===== config.mk =====
export PLATFORM = sky130hd
export DESIGN_NAME = svpwm_top
export DESIGN_NICKNAME = d
export VERILOG_FILES = /design/src/svpwm_pkg.sv /design/src/svpwm_top.sv /design/src/pwm_phase_leg.sv /design/src/pwm_carrier.sv /design/src/space_vector_modulator.sv
export VERILOG_INCLUDE_DIRS = /design/src /design/src/src
export SDC_FILE = /design/constraint.sdc
export NUM_CORES = 1
export LEC_CHECK = 0
export BUFFER_PORTS_ARGS = -buffer_cell sky130_fd_sc_hd__buf_2
export CORE_MARGIN = 4
export CORE_UTILIZATION = 30
export CTS_BUF_LIST = sky130_fd_sc_hd__clkbuf_16
export CTS_CLUSTER_DIAMETER = 60
export CTS_CLUSTER_SIZE = 8
export DETAILED_ROUTE_END_ITERATION = 10
export PLACE_DENSITY = 0.54
export SETUP_SLACK_MARGIN = 0.2
export SLEW_MARGIN = 20
export SYNTH_ARGS = -nofsm -noshare
export SYNTH_HDL_FRONTEND = slang
export SYNTH_SLANG_ARGS = --single-unit

===== constraint.sdc =====
create_clock -name clk -period 12 [get_ports clk]
set_input_delay 1.8 -clock clk [delete_from_list [all_inputs] [get_ports clk]]
set_output_delay 1.8 -clock clk [all_outputs]
set_load 0.1 [all_outputs]

===== src/svpwm_config.svh =====
`ifndef SVPWM_CONFIG_SVH
`define SVPWM_CONFIG_SVH

// width of every sample and duty value.
`define SVPWM_DATA_WIDTH 16

// carrier peak count, half the pwm period in clocks.
`define SVPWM_PERIOD 3000

// duty clamp limits in carrier counts.
`define SVPWM_DUTY_MIN 20
`define SVPWM_DUTY_MAX 2980

// dead time in clocks.
`define SVPWM_DEADTIME 10

`endif

===== src/svpwm_pkg.sv =====
`include "svpwm_config.svh"

package svpwm_pkg;

    // ########################################################################
    // shared value types
    // ########################################################################

    // stationary-frame voltage sample, two's complement.
    typedef logic signed [`SVPWM_DATA_WIDTH-1:0] sample_t;

    // phase duty in carrier counts.
    typedef logic [`SVPWM_DATA_WIDTH-1:0] duty_t;

endpackage


===== src/svpwm_top.sv =====
`timescale 1ns/1ps
`include "svpwm_config.svh"

module svpwm_top
    import svpwm_pkg::*;
(
    input  logic       clk,
    input  logic       reset,
    input  sample_t    alpha,
    input  sample_t    beta,
    input  logic       in_valid,
    output logic       in_ready,
    output duty_t      duty_u,
    output duty_t      duty_v,
    output duty_t      duty_w,
    output logic       duty_valid,
    output logic [2:0] gate_hi,
    output logic [2:0] gate_lo
);

    duty_t carrier_count;
    logic  period_start;

    space_vector_modulator u_modulator (
        .clk        (clk),
        .reset      (reset),
        .alpha      (alpha),
        .beta       (beta),
        .in_valid   (in_valid),
        .in_ready   (in_ready),
        .duty_u     (duty_u),
        .duty_v     (duty_v),
        .duty_w     (duty_w),
        .duty_valid (duty_valid)
    );

    pwm_carrier u_carrier (
        .clk           (clk),
        .reset         (reset),
        .carrier_count (carrier_count),
        .period_start  (period_start)
    );

    // ########################################################################
    // inverter legs, bit 0 is phase u
    // ########################################################################

    pwm_phase_leg u_leg_u (
        .clk           (clk),
        .reset         (reset),
        .duty          (duty_u),
        .duty_load     (duty_valid),
        .carrier_count (carrier_count),
        .period_start  (period_start),
        .gate_hi       (gate_hi[0]),
        .gate_lo       (gate_lo[0])
    );

    pwm_phase_leg u_leg_v (
        .clk           (clk),
        .reset         (reset),
        .duty          (duty_v),
        .duty_load     (duty_valid),
        .carrier_count (carrier_count),
        .period_start  (period_start),
        .gate_hi       (gate_hi[1]),
        .gate_lo       (gate_lo[1])
    );

    pwm_phase_leg u_leg_w (
        .clk           (clk),
        .reset         (reset),
        .duty          (duty_w),
        .duty_load     (duty_valid),
        .carrier_count (carrier_count),
        .period_start  (period_start),
        .gate_hi       (gate_hi[2]),
        .gate_lo       (gate_lo[2])
    );

endmodule


===== src/pwm_phase_leg.sv =====
`timescale 1ns/1ps
`include "svpwm_config.svh"

module pwm_phase_leg
    import svpwm_pkg::*;
(
    input  logic  clk,
    input  logic  reset,
    input  duty_t duty,
    input  logic  duty_load,
    input  duty_t carrier_count,
    input  logic  period_start,
    output logic  gate_hi,
    output logic  gate_lo
);

    localparam int DT_W = $clog2(`SVPWM_DEADTIME + 1);

    duty_t           pending_duty;
    duty_t           active_duty;
    logic            raw;
    logic            raw_q;
    logic [DT_W-1:0] dead_cnt;

    // shadow register, applied at the carrier zero point.
    always_ff @(posedge clk or posedge reset) begin
        if (reset) begin
            pending_duty <= '0;
            active_duty  <= '0;
        end else begin
            if (duty_load) begin
                pending_duty <= duty;
            end
            if (period_start) begin
                active_duty <= pending_duty;
            end
        end
    end

    assign raw = carrier_count < active_duty;

    // ########################################################################
    // dead time, both gates off on every edge of raw
    // ########################################################################

    always_ff @(posedge clk or posedge reset) begin
        if (reset) begin
            raw_q    <= 1'b0;
            dead_cnt <= DT_W'(`SVPWM_DEADTIME);
            gate_hi  <= 1'b0;
            gate_lo  <= 1'b0;
        end else begin
            raw_q <= raw;
            if (raw != raw_q) begin
                gate_hi  <= 1'b0;
                gate_lo  <= 1'b0;
                dead_cnt <= DT_W'(`SVPWM_DEADTIME);
            end else if (dead_cnt == DT_W'(1)) begin
                dead_cnt <= '0;
                gate_hi  <= raw_q;
                gate_lo  <= !raw_q;
            end else if (dead_cnt != '0) begin
                dead_cnt <= dead_cnt - 1'b1;
            end
        end
    end

    a_no_shoot_through: assert property (@(posedge clk) disable iff (reset)
        !(gate_hi && gate_lo))
        else $error("high and low side on together");

endmodule


===== src/pwm_carrier.sv =====
`timescale 1ns/1ps
`include "svpwm_config.svh"

module pwm_carrier
    import svpwm_pkg::*;
(
    input  logic  clk,
    input  logic  reset,
    output duty_t carrier_count,
    output logic  period_start
);

    localparam duty_t PEAK = duty_t'(`SVPWM_PERIOD);

    logic count_up;

    // ########################################################################
    // triangle counter, 0 up to PEAK and back
    // ########################################################################

    always_ff @(posedge clk or posedge reset) begin
        if (reset) begin
            carrier_count <= '0;
            count_up      <= 1'b1;
        end else if (count_up) begin
            carrier_count <= carrier_count + 1'b1;
            // turn at the peak.
            if (carrier_count == PEAK - 1'b1) begin
                count_up <= 1'b0;
            end
        end else begin
            carrier_count <= carrier_count - 1'b1;
            if (carrier_count == duty_t'(1)) begin
                count_up <= 1'b1;
            end
        end
    end

    // zero point, one clock per pwm period.
    assign period_start = (carrier_count == '0);

    a_count_bound: assert property (@(posedge clk) disable iff (reset)
        carrier_count <= PEAK)
        else $error("carrier count above peak");

endmodule


===== src/space_vector_modulator.sv =====
`timescale 1ns/1ps
`include "svpwm_config.svh"

module space_vector_modulator
    import svpwm_pkg::*;
(
    input  logic    clk,
    input  logic    reset,
    input  sample_t alpha,
    input  sample_t beta,
    input  logic    in_valid,
    output logic    in_ready,
    output duty_t   duty_u,
    output duty_t   duty_v,
    output duty_t   duty_w,
    output logic    duty_valid
);

    localparam int W    = `SVPWM_DATA_WIDTH;
    localparam int FRAC = 10;

    // sqrt(3) in q10.
    localparam logic signed [11:0] SQRT3 = 12'sd1774;

    localparam sample_t PERIOD_S   = sample_t'(`SVPWM_PERIOD);
    localparam sample_t DUTY_MIN_S = sample_t'(`SVPWM_DUTY_MIN);
    localparam sample_t DUTY_MAX_S = sample_t'(`SVPWM_DUTY_MAX);
    localparam duty_t   DUTY_LO    = duty_t'(`SVPWM_DUTY_MIN);
    localparam duty_t   DUTY_HI    = duty_t'(`SVPWM_DUTY_MAX);

    logic       accept;
    logic       ready_init;
    logic       captured;
    logic [4:0] busy;

    sample_t a_r, b_r;
    logic signed [W+11:0] a_prod;
    sample_t s1_a_sqrt3, s1_abs_b;
    logic    s1_inv;
    sample_t abs_a;
    sample_t s2_t1, s2_t2;
    logic    s2_small, s2_same, s2_inv;
    sample_t zero_half;
    sample_t base_u, base_v, base_w;
    sample_t s3_u, s3_v, s3_w;
    logic    s3_inv;
    sample_t s4_u, s4_v, s4_w;
    sample_t s5_u, s5_v, s5_w;

    function automatic sample_t clamp_duty(input sample_t x);
        if (x < DUTY_MIN_S) begin
            return DUTY_MIN_S;
        end
        if (x > DUTY_MAX_S) begin
            return DUTY_MAX_S;
        end
        return x;
    endfunction

    assign accept = in_valid && in_ready;
    assign a_prod = a_r * SQRT3;
    assign abs_a  = s1_a_sqrt3[W-1] ? -s1_a_sqrt3 : s1_a_sqrt3;

    // half of the zero-vector time.
    assign zero_half = (PERIOD_S - s2_t1 - s2_t2) >>> 1;

    // ########################################################################
    // sector decode
    // ########################################################################

    always_comb begin
        if (s2_small) begin
            if (s2_same) begin
                base_u = s2_t1 + s2_t2;
                base_v = s2_t1;
                base_w = '0;
            end else begin
                base_u = '0;
                base_v = s2_t1 + s2_t2;
                base_w = s2_t2;
            end
        end else begin
            base_u = s2_inv ? s2_t2 : s2_t1;
            base_v = s2_t1 + s2_t2;
            base_w = '0;
        end
    end

    // datapath, one stage per clock.
    always_ff @(posedge clk) begin
        if (accept) begin
            a_r <= alpha;
            b_r <= beta;
        end
        s1_a_sqrt3 <= a_prod[FRAC +: W];
        s1_abs_b   <= b_r[W-1] ? -b_r : b_r;
        s1_inv     <= b_r[W-1];
        s2_small   <= s1_abs_b < abs_a;
        s2_same    <= s1_a_sqrt3[W-1] == s1_inv;
        s2_inv     <= s1_inv;
        if (s1_abs_b < abs_a) begin
            s2_t1 <= s1_abs_b;
            s2_t2 <= (abs_a - s1_abs_b) >>> 1;
        end else begin
            s2_t1 <= (s1_abs_b + s1_a_sqrt3) >>> 1;
            s2_t2 <= (s1_abs_b - s1_a_sqrt3) >>> 1;
        end
        s3_u   <= base_u + zero_half;
        s3_v   <= base_v + zero_half;
        s3_w   <= base_w + zero_half;
        s3_inv <= s2_inv;
        // lower half plane mirrors about the period.
        s4_u <= s3_inv ? PERIOD_S - s3_u : s3_u;
        s4_v <= s3_inv ? PERIOD_S - s3_v : s3_v;
        s4_w <= s3_inv ? PERIOD_S - s3_w : s3_w;
        s5_u <= clamp_duty(s4_u);
        s5_v <= clamp_duty(s4_v);
        s5_w <= clamp_duty(s4_w);
        if (busy[4]) begin
            duty_u <= duty_t'(s5_u);
            duty_v <= duty_t'(s5_v);
            duty_w <= duty_t'(s5_w);
        end
    end

    // ########################################################################
    // flow control
    // ########################################################################

    always_ff @(posedge clk or posedge reset) begin
        if (reset) begin
            in_ready   <= 1'b0;
            ready_init <= 1'b1;
            captured   <= 1'b0;
            busy       <= '0;
            duty_valid <= 1'b0;
        end else begin
            ready_init <= 1'b0;
            captured   <= accept;
            busy       <= {busy[3:0], captured};
            duty_valid <= busy[4];
            if (ready_init || busy[4]) begin
                in_ready <= 1'b1;
            end
            if (accept) begin
                in_ready <= 1'b0;
            end
        end
    end

    a_duty_in_range: assert property (@(posedge clk) disable iff (reset)
        duty_valid |-> (duty_u >= DUTY_LO && duty_u <= DUTY_HI &&
                        duty_v >= DUTY_LO && duty_v <= DUTY_HI &&
                        duty_w >= DUTY_LO && duty_w <= DUTY_HI))
        else $error("duty outside clamp limits");

    a_one_in_flight: assert property (@(posedge clk) disable iff (reset)
        accept |=> !in_ready [*5])
        else $error("in_ready raised while a vector is in flight");

endmodule


# --- Word-level counts from Yosys, hierarchy flattened ---
# Index checks and enable logic that the tools add are counted.
word_totals:
  out_inout_bits: 56
  wordCells: 166
  regBits: 436
classes:
  mux: 62
  multipliers: 1
  reduce_logical: 16
  magnitude_cmp: 10
  eq_ne: 9
  n_addsub: 19
op_table:
  columns: ["operator", "n"]
  rows:
  - ["16-bit 2-to-1 mux", 26]
  - ["16-bit < comparator", 4]
  - ["13-bit by 16-bit subtractor with 16-bit output, first input constant", 4]
  - ["16-bit by 15-bit adder with 16-bit output", 3]
  - ["16-bit by 13-bit greater-than comparator with 1-bit output, second input constant", 3]
  - ["16-bit by 6-bit < comparator with 1-bit output, second input constant", 3]
  - ["16-bit subtractor", 3]
  - ["4-bit 2-to-1 mux", 9]
  - ["16-bit adder", 2]
  - ["16-bit negator", 2]
  - ["1-bit 2-to-1 mux", 26]
  - ["16-bit by 11-bit multiplier with 25-bit output, second input constant", 1]
  - ["16-bit by 1-bit adder with 16-bit output, second input constant", 1]
  - ["16-bit by 1-bit == test with 1-bit output, second input constant", 1]
  - ["16-bit by 12-bit == test with 1-bit output, second input constant", 1]
  - ["16-bit zero test", 1]
  - ["16-bit by 1-bit subtractor with 16-bit output, second input constant", 1]
  - ["15-bit 2-to-1 mux", 1]
  - ["4-bit by 1-bit == test with 1-bit output, second input constant", 3]
  - ["4-bit nonzero test", 3]
  - ["4-bit by 1-bit subtractor with 4-bit output, second input constant", 3]
  - ["3-bit nonzero test", 3]
  - ["2-bit nonzero test", 4]
  - ["1-bit zero test", 3]
  - ["other kinds (4)", 6]

# --- Depth between registers and ports, before layout ---
logic_depth:
  ltp_word: 5
  ltp_mapped: 21
  depth_no_buf: 21

# --- By module ---
# Synthesis repeated with hierarchy kept, for this count alone.
hier_totals:
  cells_unflattened: 2611
  hier_area_um2: 25928.6
by_module_without_submodules:
  columns: ["mod", "area_each_um2", "instances", "cells_per_inst"]
  rows:
  - ["space_vector_modulator", 19195.9, 1, 1991]
  - ["pwm_phase_leg", 1893.1, 3, 169]
  - ["pwm_carrier", 1053.5, 1, 113]

# --- Worst setup path after synthesis ---
# No wires, ideal clock.
synth_timing:
  kind: "flip-flop to flip-flop"
  from: "register u_modulator.a_r[5]"
  to: "register u_modulator.s1_a_sqrt3[15]"
  setup_time_ps: 72
  path_buffers: 1
  path_stages_with_launch: 20
  period_less_slack_ps: 4752
  arrival_time_ps: 4679
  setup_slack_ps: 7248
  required_ps: 11928
  path_cell_list: "edfxtp_1 ha_1 fa_1 inv_1 fa_1 inv_1 fa_1 inv_1 fa_1 inv_1 ha_1 clkbuf_1 a211o_1 a41o_1 nand4_1 a31oi_1 o21ai_0 a21oi_1 a21oi_1 xnor2_1"
synth_between:
  elab_chain_len: 1
synth_rtl:
  columns: ["item", "line", "source"]
  rows:
  - ["start, declared", "space_vector_modulator.sv:36", "sample_t a_r, b_r;"]
  - ["start signal, assigned", "space_vector_modulator.sv:92", "a_r <= alpha;"]
  - ["16-bit by 11-bit multiplier with 25-bit output", "space_vector_modulator.sv:61", "assign a_prod = a_r * SQRT3;"]
  - ["named net u_modulator.a_prod[25]", "space_vector_modulator.sv:37", "logic signed [W+11:0] a_prod;"]
  - ["end signal, assigned", "space_vector_modulator.sv:95", "s1_a_sqrt3 <= a_prod[FRAC +: W];"]
  - ["end, declared", "space_vector_modulator.sv:38", "sample_t s1_a_sqrt3, s1_abs_b;"]
# The timed path passes the listed nets, and every way through them passes these cells.
# A chain may end at the register's enable or synchronous reset.

# --- Worst setup path in the final report ---
# Ends and elaborated chain as after synthesis.

==> flow_summary_export.csv <==
group,metric,value,unit
status,outcome,"completed",
global_route,grt_pass1_wl,92500,um
timing,min_period,5080,ps
global_route,grt_overflow,0,
critical_path,cp-endpoint,"u_modulator.s1_a_sqrt3[15]$_DFF_P_",
clock_tree,clk_path_buf_depth,3,
timing,maxSlewHeadroom,0.381,
cells_and_area,area_growth_syn_to_layout,14.5,%
clock_tree,clock-root-buffer,"clkbuf_16",
timing,setup_tns,0,ps
critical_path,arrival,5600,ps
detailed_routing,routed_wl,55200,um
clock_tree,cts_max_level,3,
critical_path,r2r_slack,6920,ps
global_route,antenna_found_initial,0,
logic_synthesis,synth_edf_count,80,
detailed_routing,via_count,17481,
critical_path,r2r_cells,18,
timing,clock_skew,22.4,ps
critical_path,cp_max_fo,7,
timing,max_freq,197,MHz
floorplan,fp.dieH,303,um
critical_path,crit_path_start,"u_modulator.a_r[5]$_DFFE_PP_",
clock_tree,post_cts_buffers,0,
critical_path,crit_required,12520,ps
timing,rsz0062_at_grt,"false",
logic_synthesis,ys_seq_elements,435,
clock_tree,cts-hold-fix-buffers,0,
critical_path,worstReg2RegEnd,"u_modulator.s1_a_sqrt3[15]$_DFF_P_",
logic_synthesis,syn_inst,2562,
global_route,grt_usage,0.124,
placement,place_congestion,0.833,
clock_tree,clk_latency,590,ps
floorplan,io_pins,91,
critical_path,reg2reg_from,"u_modulator.a_r[5]$_DFFE_PP_",
cells_and_area,antenna_cells,0,
clock_tree,cts_buffers,67,
detailed_routing,ant_nets,0,
placement,hpwlAfterDp,43400,um
clock_tree,cts_tree,"built",
critical_path,worst_setup_path_start_kind,"flop",
floorplan,initial_core_util,0.304,
detailed_routing,routedWlPerCell,14.2,um
timing,worst_pin_slew,927,ps
logic_synthesis,yosysWarnings,0,
timing,setup_violations,0,
global_route,grt_pass1_vias,18083,
clock_tree,numClockSinks,435,
hold_path,hp-class,"flop to flop",
floorplan,die_w,303,um
clock_tree,cts_resized,0,
logic_synthesis,yosysSeqAreaShare,0.392,
floorplan,core-area,0.0858,mm2
detailed_routing,drt_iter0_drc,629,
logic_synthesis,ys_types,79,
detailed_routing,first_pass_iters,5,
floorplan,fp-row-count,107,
clock_tree,path_clk_slew,50,ps
flow_run,drv_cap,0,
logic_synthesis,netlist_area,0.0261,mm2
timing,maxSlewViolCount,0,
placement,port_buffers,90,
critical_path,worstSetupPathType,"flop to flop",
global_route,grt_max_degree,86,
cells_and_area,fin_nets,3100,
timing,period_share,0.424,
floorplan,dieArea,0.0918,mm2
logic_synthesis,async_flop_share,0.329,
cells_and_area,drive_gt1_frac,0.117,
logic_synthesis,avgSynthCellArea,10.2,um2
timing,hold_violations,0,
logic_synthesis,ys.flop_type,"dfxtp_1",
detailed_routing,via_per_inst,4.51,
critical_path,cp-end-kind,"flop",
detailed_routing,drc_errors,0,
-- worst max-delay path, stage by stage (launching register included) --
cell	delay (ps)
edfxtp_1	480
ha_1	370
fa_1	500
inv_1	50
fa_1	490
inv_1	60
fa_1	530
inv_1	50
fa_1	520
inv_1	40
ha_1	380
a211o_1	290
a41o_1	250
nand4_1	130
a31oi_1	140
o21ai_0	270
a21oi_1	140
a21oi_1	190
xnor2_1	130
-- worst min-delay path by stage --
stage,end,depth (start not counted),start
finish,u_modulator.busy[4]$_DFF_PP0_,0,u_modulator.busy[3]$_DFF_PP0_
global route,u_modulator.busy[2]$_DFF_PP0_,0,u_modulator.busy[1]$_DFF_PP0_
CTS,u_modulator.busy[4]$_DFF_PP0_,0,u_modulator.busy[3]$_DFF_PP0_
detailed placement,u_modulator.busy[4]$_DFF_PP0_,0,u_modulator.busy[3]$_DFF_PP0_
global placement,u_modulator.busy[4]$_DFF_PP0_,0,u_modulator.busy[3]$_DFF_PP0_
floorplan,u_modulator.s3_inv$_DFF_P_,0,u_modulator.s2_inv$_DFF_P_
-- routing by layer --
layer,wire length (um),GRT usage,part of all wire,vias to the layer above
met5,0,0,0,-
met1,24900,0.154,0.45,8208
met4,1250,0.0365,0.023,0
li1,-,-,-,8934
met3,1980,0.0218,0.036,86
met2,27100,0.221,0.49,253
-- stage by stage --
| stage | instance area (um2) | std cells | util | hold slack (ps) | worst slack [ps] |
|---|---|---|---|---|---|
| global route | 29900 | 3880 | 0.348 | 355 | 6570 |
| global placement | 27800 | 3764 | 0.324 | 333 | 6930 |
| CTS | 29900 | 3880 | 0.348 | 346 | 6870 |
| detailed placement | 27800 | 3764 | 0.324 | 335 | 6910 |
| floorplan | 26200 | 2574 | - | 329 | 6380 |
| finish | 29900 | 3880 | 0.348 | 346 | 6920 |
-- synthesized netlist by cell type (31+ instances only) --
cell type | n | area share
a21o_1 | 46 | 0.013
a21oi_1 | 112 | 0.021
and2_1 | 37 | 0.0089
clkbuf_1 | 31 | 0.0045
dfrtp_1 | 135 | 0.13
dfxtp_1 | 212 | 0.16
edfxtp_1 | 80 | 0.092
fa_1 | 92 | 0.071
ha_1 | 284 | 0.14
inv_1 | 341 | 0.049
mux2_2 | 83 | 0.036
nand2_1 | 143 | 0.021
nor2_1 | 164 | 0.024
nor2b_1 | 33 | 0.0079
nor3_1 | 47 | 0.0090
o21ai_0 | 119 | 0.023
xnor2_1 | 163 | 0.055
xor2_1 | 52 | 0.017
-- layout make-up --
type,count,area [um2]
clock buffers,69,1730
fillers,8642,55900
repair buffers,101,533
clock inverters,47,333
well taps,1144,1430
flip-flops and latches,435,10200
multi-input cells,1742,14400
inverters,342,1290
-- placed cells by master (no fill, tap or decap), types with 9 or more instances in the layout --
cell | Yosys | layout
buf_2 | 10 | 90
nor2_1 | 164 | 164
o21ai_0 | 119 | 119
a21o_1 | 46 | 46
nand3_1 | 28 | 28
xor2_1 | 52 | 52
dfxtp_1 | 212 | 212
mux2_4 | 20 | 20
inv_1 | 341 | 375
nand2_1 | 143 | 143
nand4_1 | 14 | 14
mux2_2 | 83 | 83
o31ai_1 | 13 | 13
o21bai_1 | 12 | 12
clkbuf_16 | 0 | 69
a211oi_1 | 10 | 10
a31oi_1 | 16 | 16
nand2b_1 | 17 | 17
nor4_1 | 18 | 18
edfxtp_1 | 80 | 80
o22ai_1 | 17 | 17
o41ai_1 | 9 | 9
or2_2 | 9 | 9
and2_1 | 37 | 36
nor3_1 | 47 | 47
xnor2_1 | 163 | 163
fa_1 | 92 | 92
and3_1 | 13 | 13
o21a_1 | 19 | 19
conb_1 | 1 | 13
ha_1 | 284 | 284
buf_4 | 7 | 11
a21oi_1 | 112 | 112
or3_1 | 23 | 23
nor2b_1 | 33 | 33
mux2i_1 | 20 | 20
dfrtp_1 | 135 | 133
-- kinds of logic after synthesis --
| logic type | after synthesis | share of synthesized area |
|---|---|---|
| flops | 435 | 0.392 |
| mux | 123 | 0.0550 |
| xor+xnor | 215 | 0.0721 |
| fa+ha+maj | 376 | 0.207 |
| other cells | 1 | 0.000144 |
| buf+inv | 397 | 0.0600 |
| compound gates | 445 | 0.108 |
| simple gates | 570 | 0.106 |
Power is not shown: default switching activity piles up to over one toggle a cycle in this logic, so the estimate is an artifact.
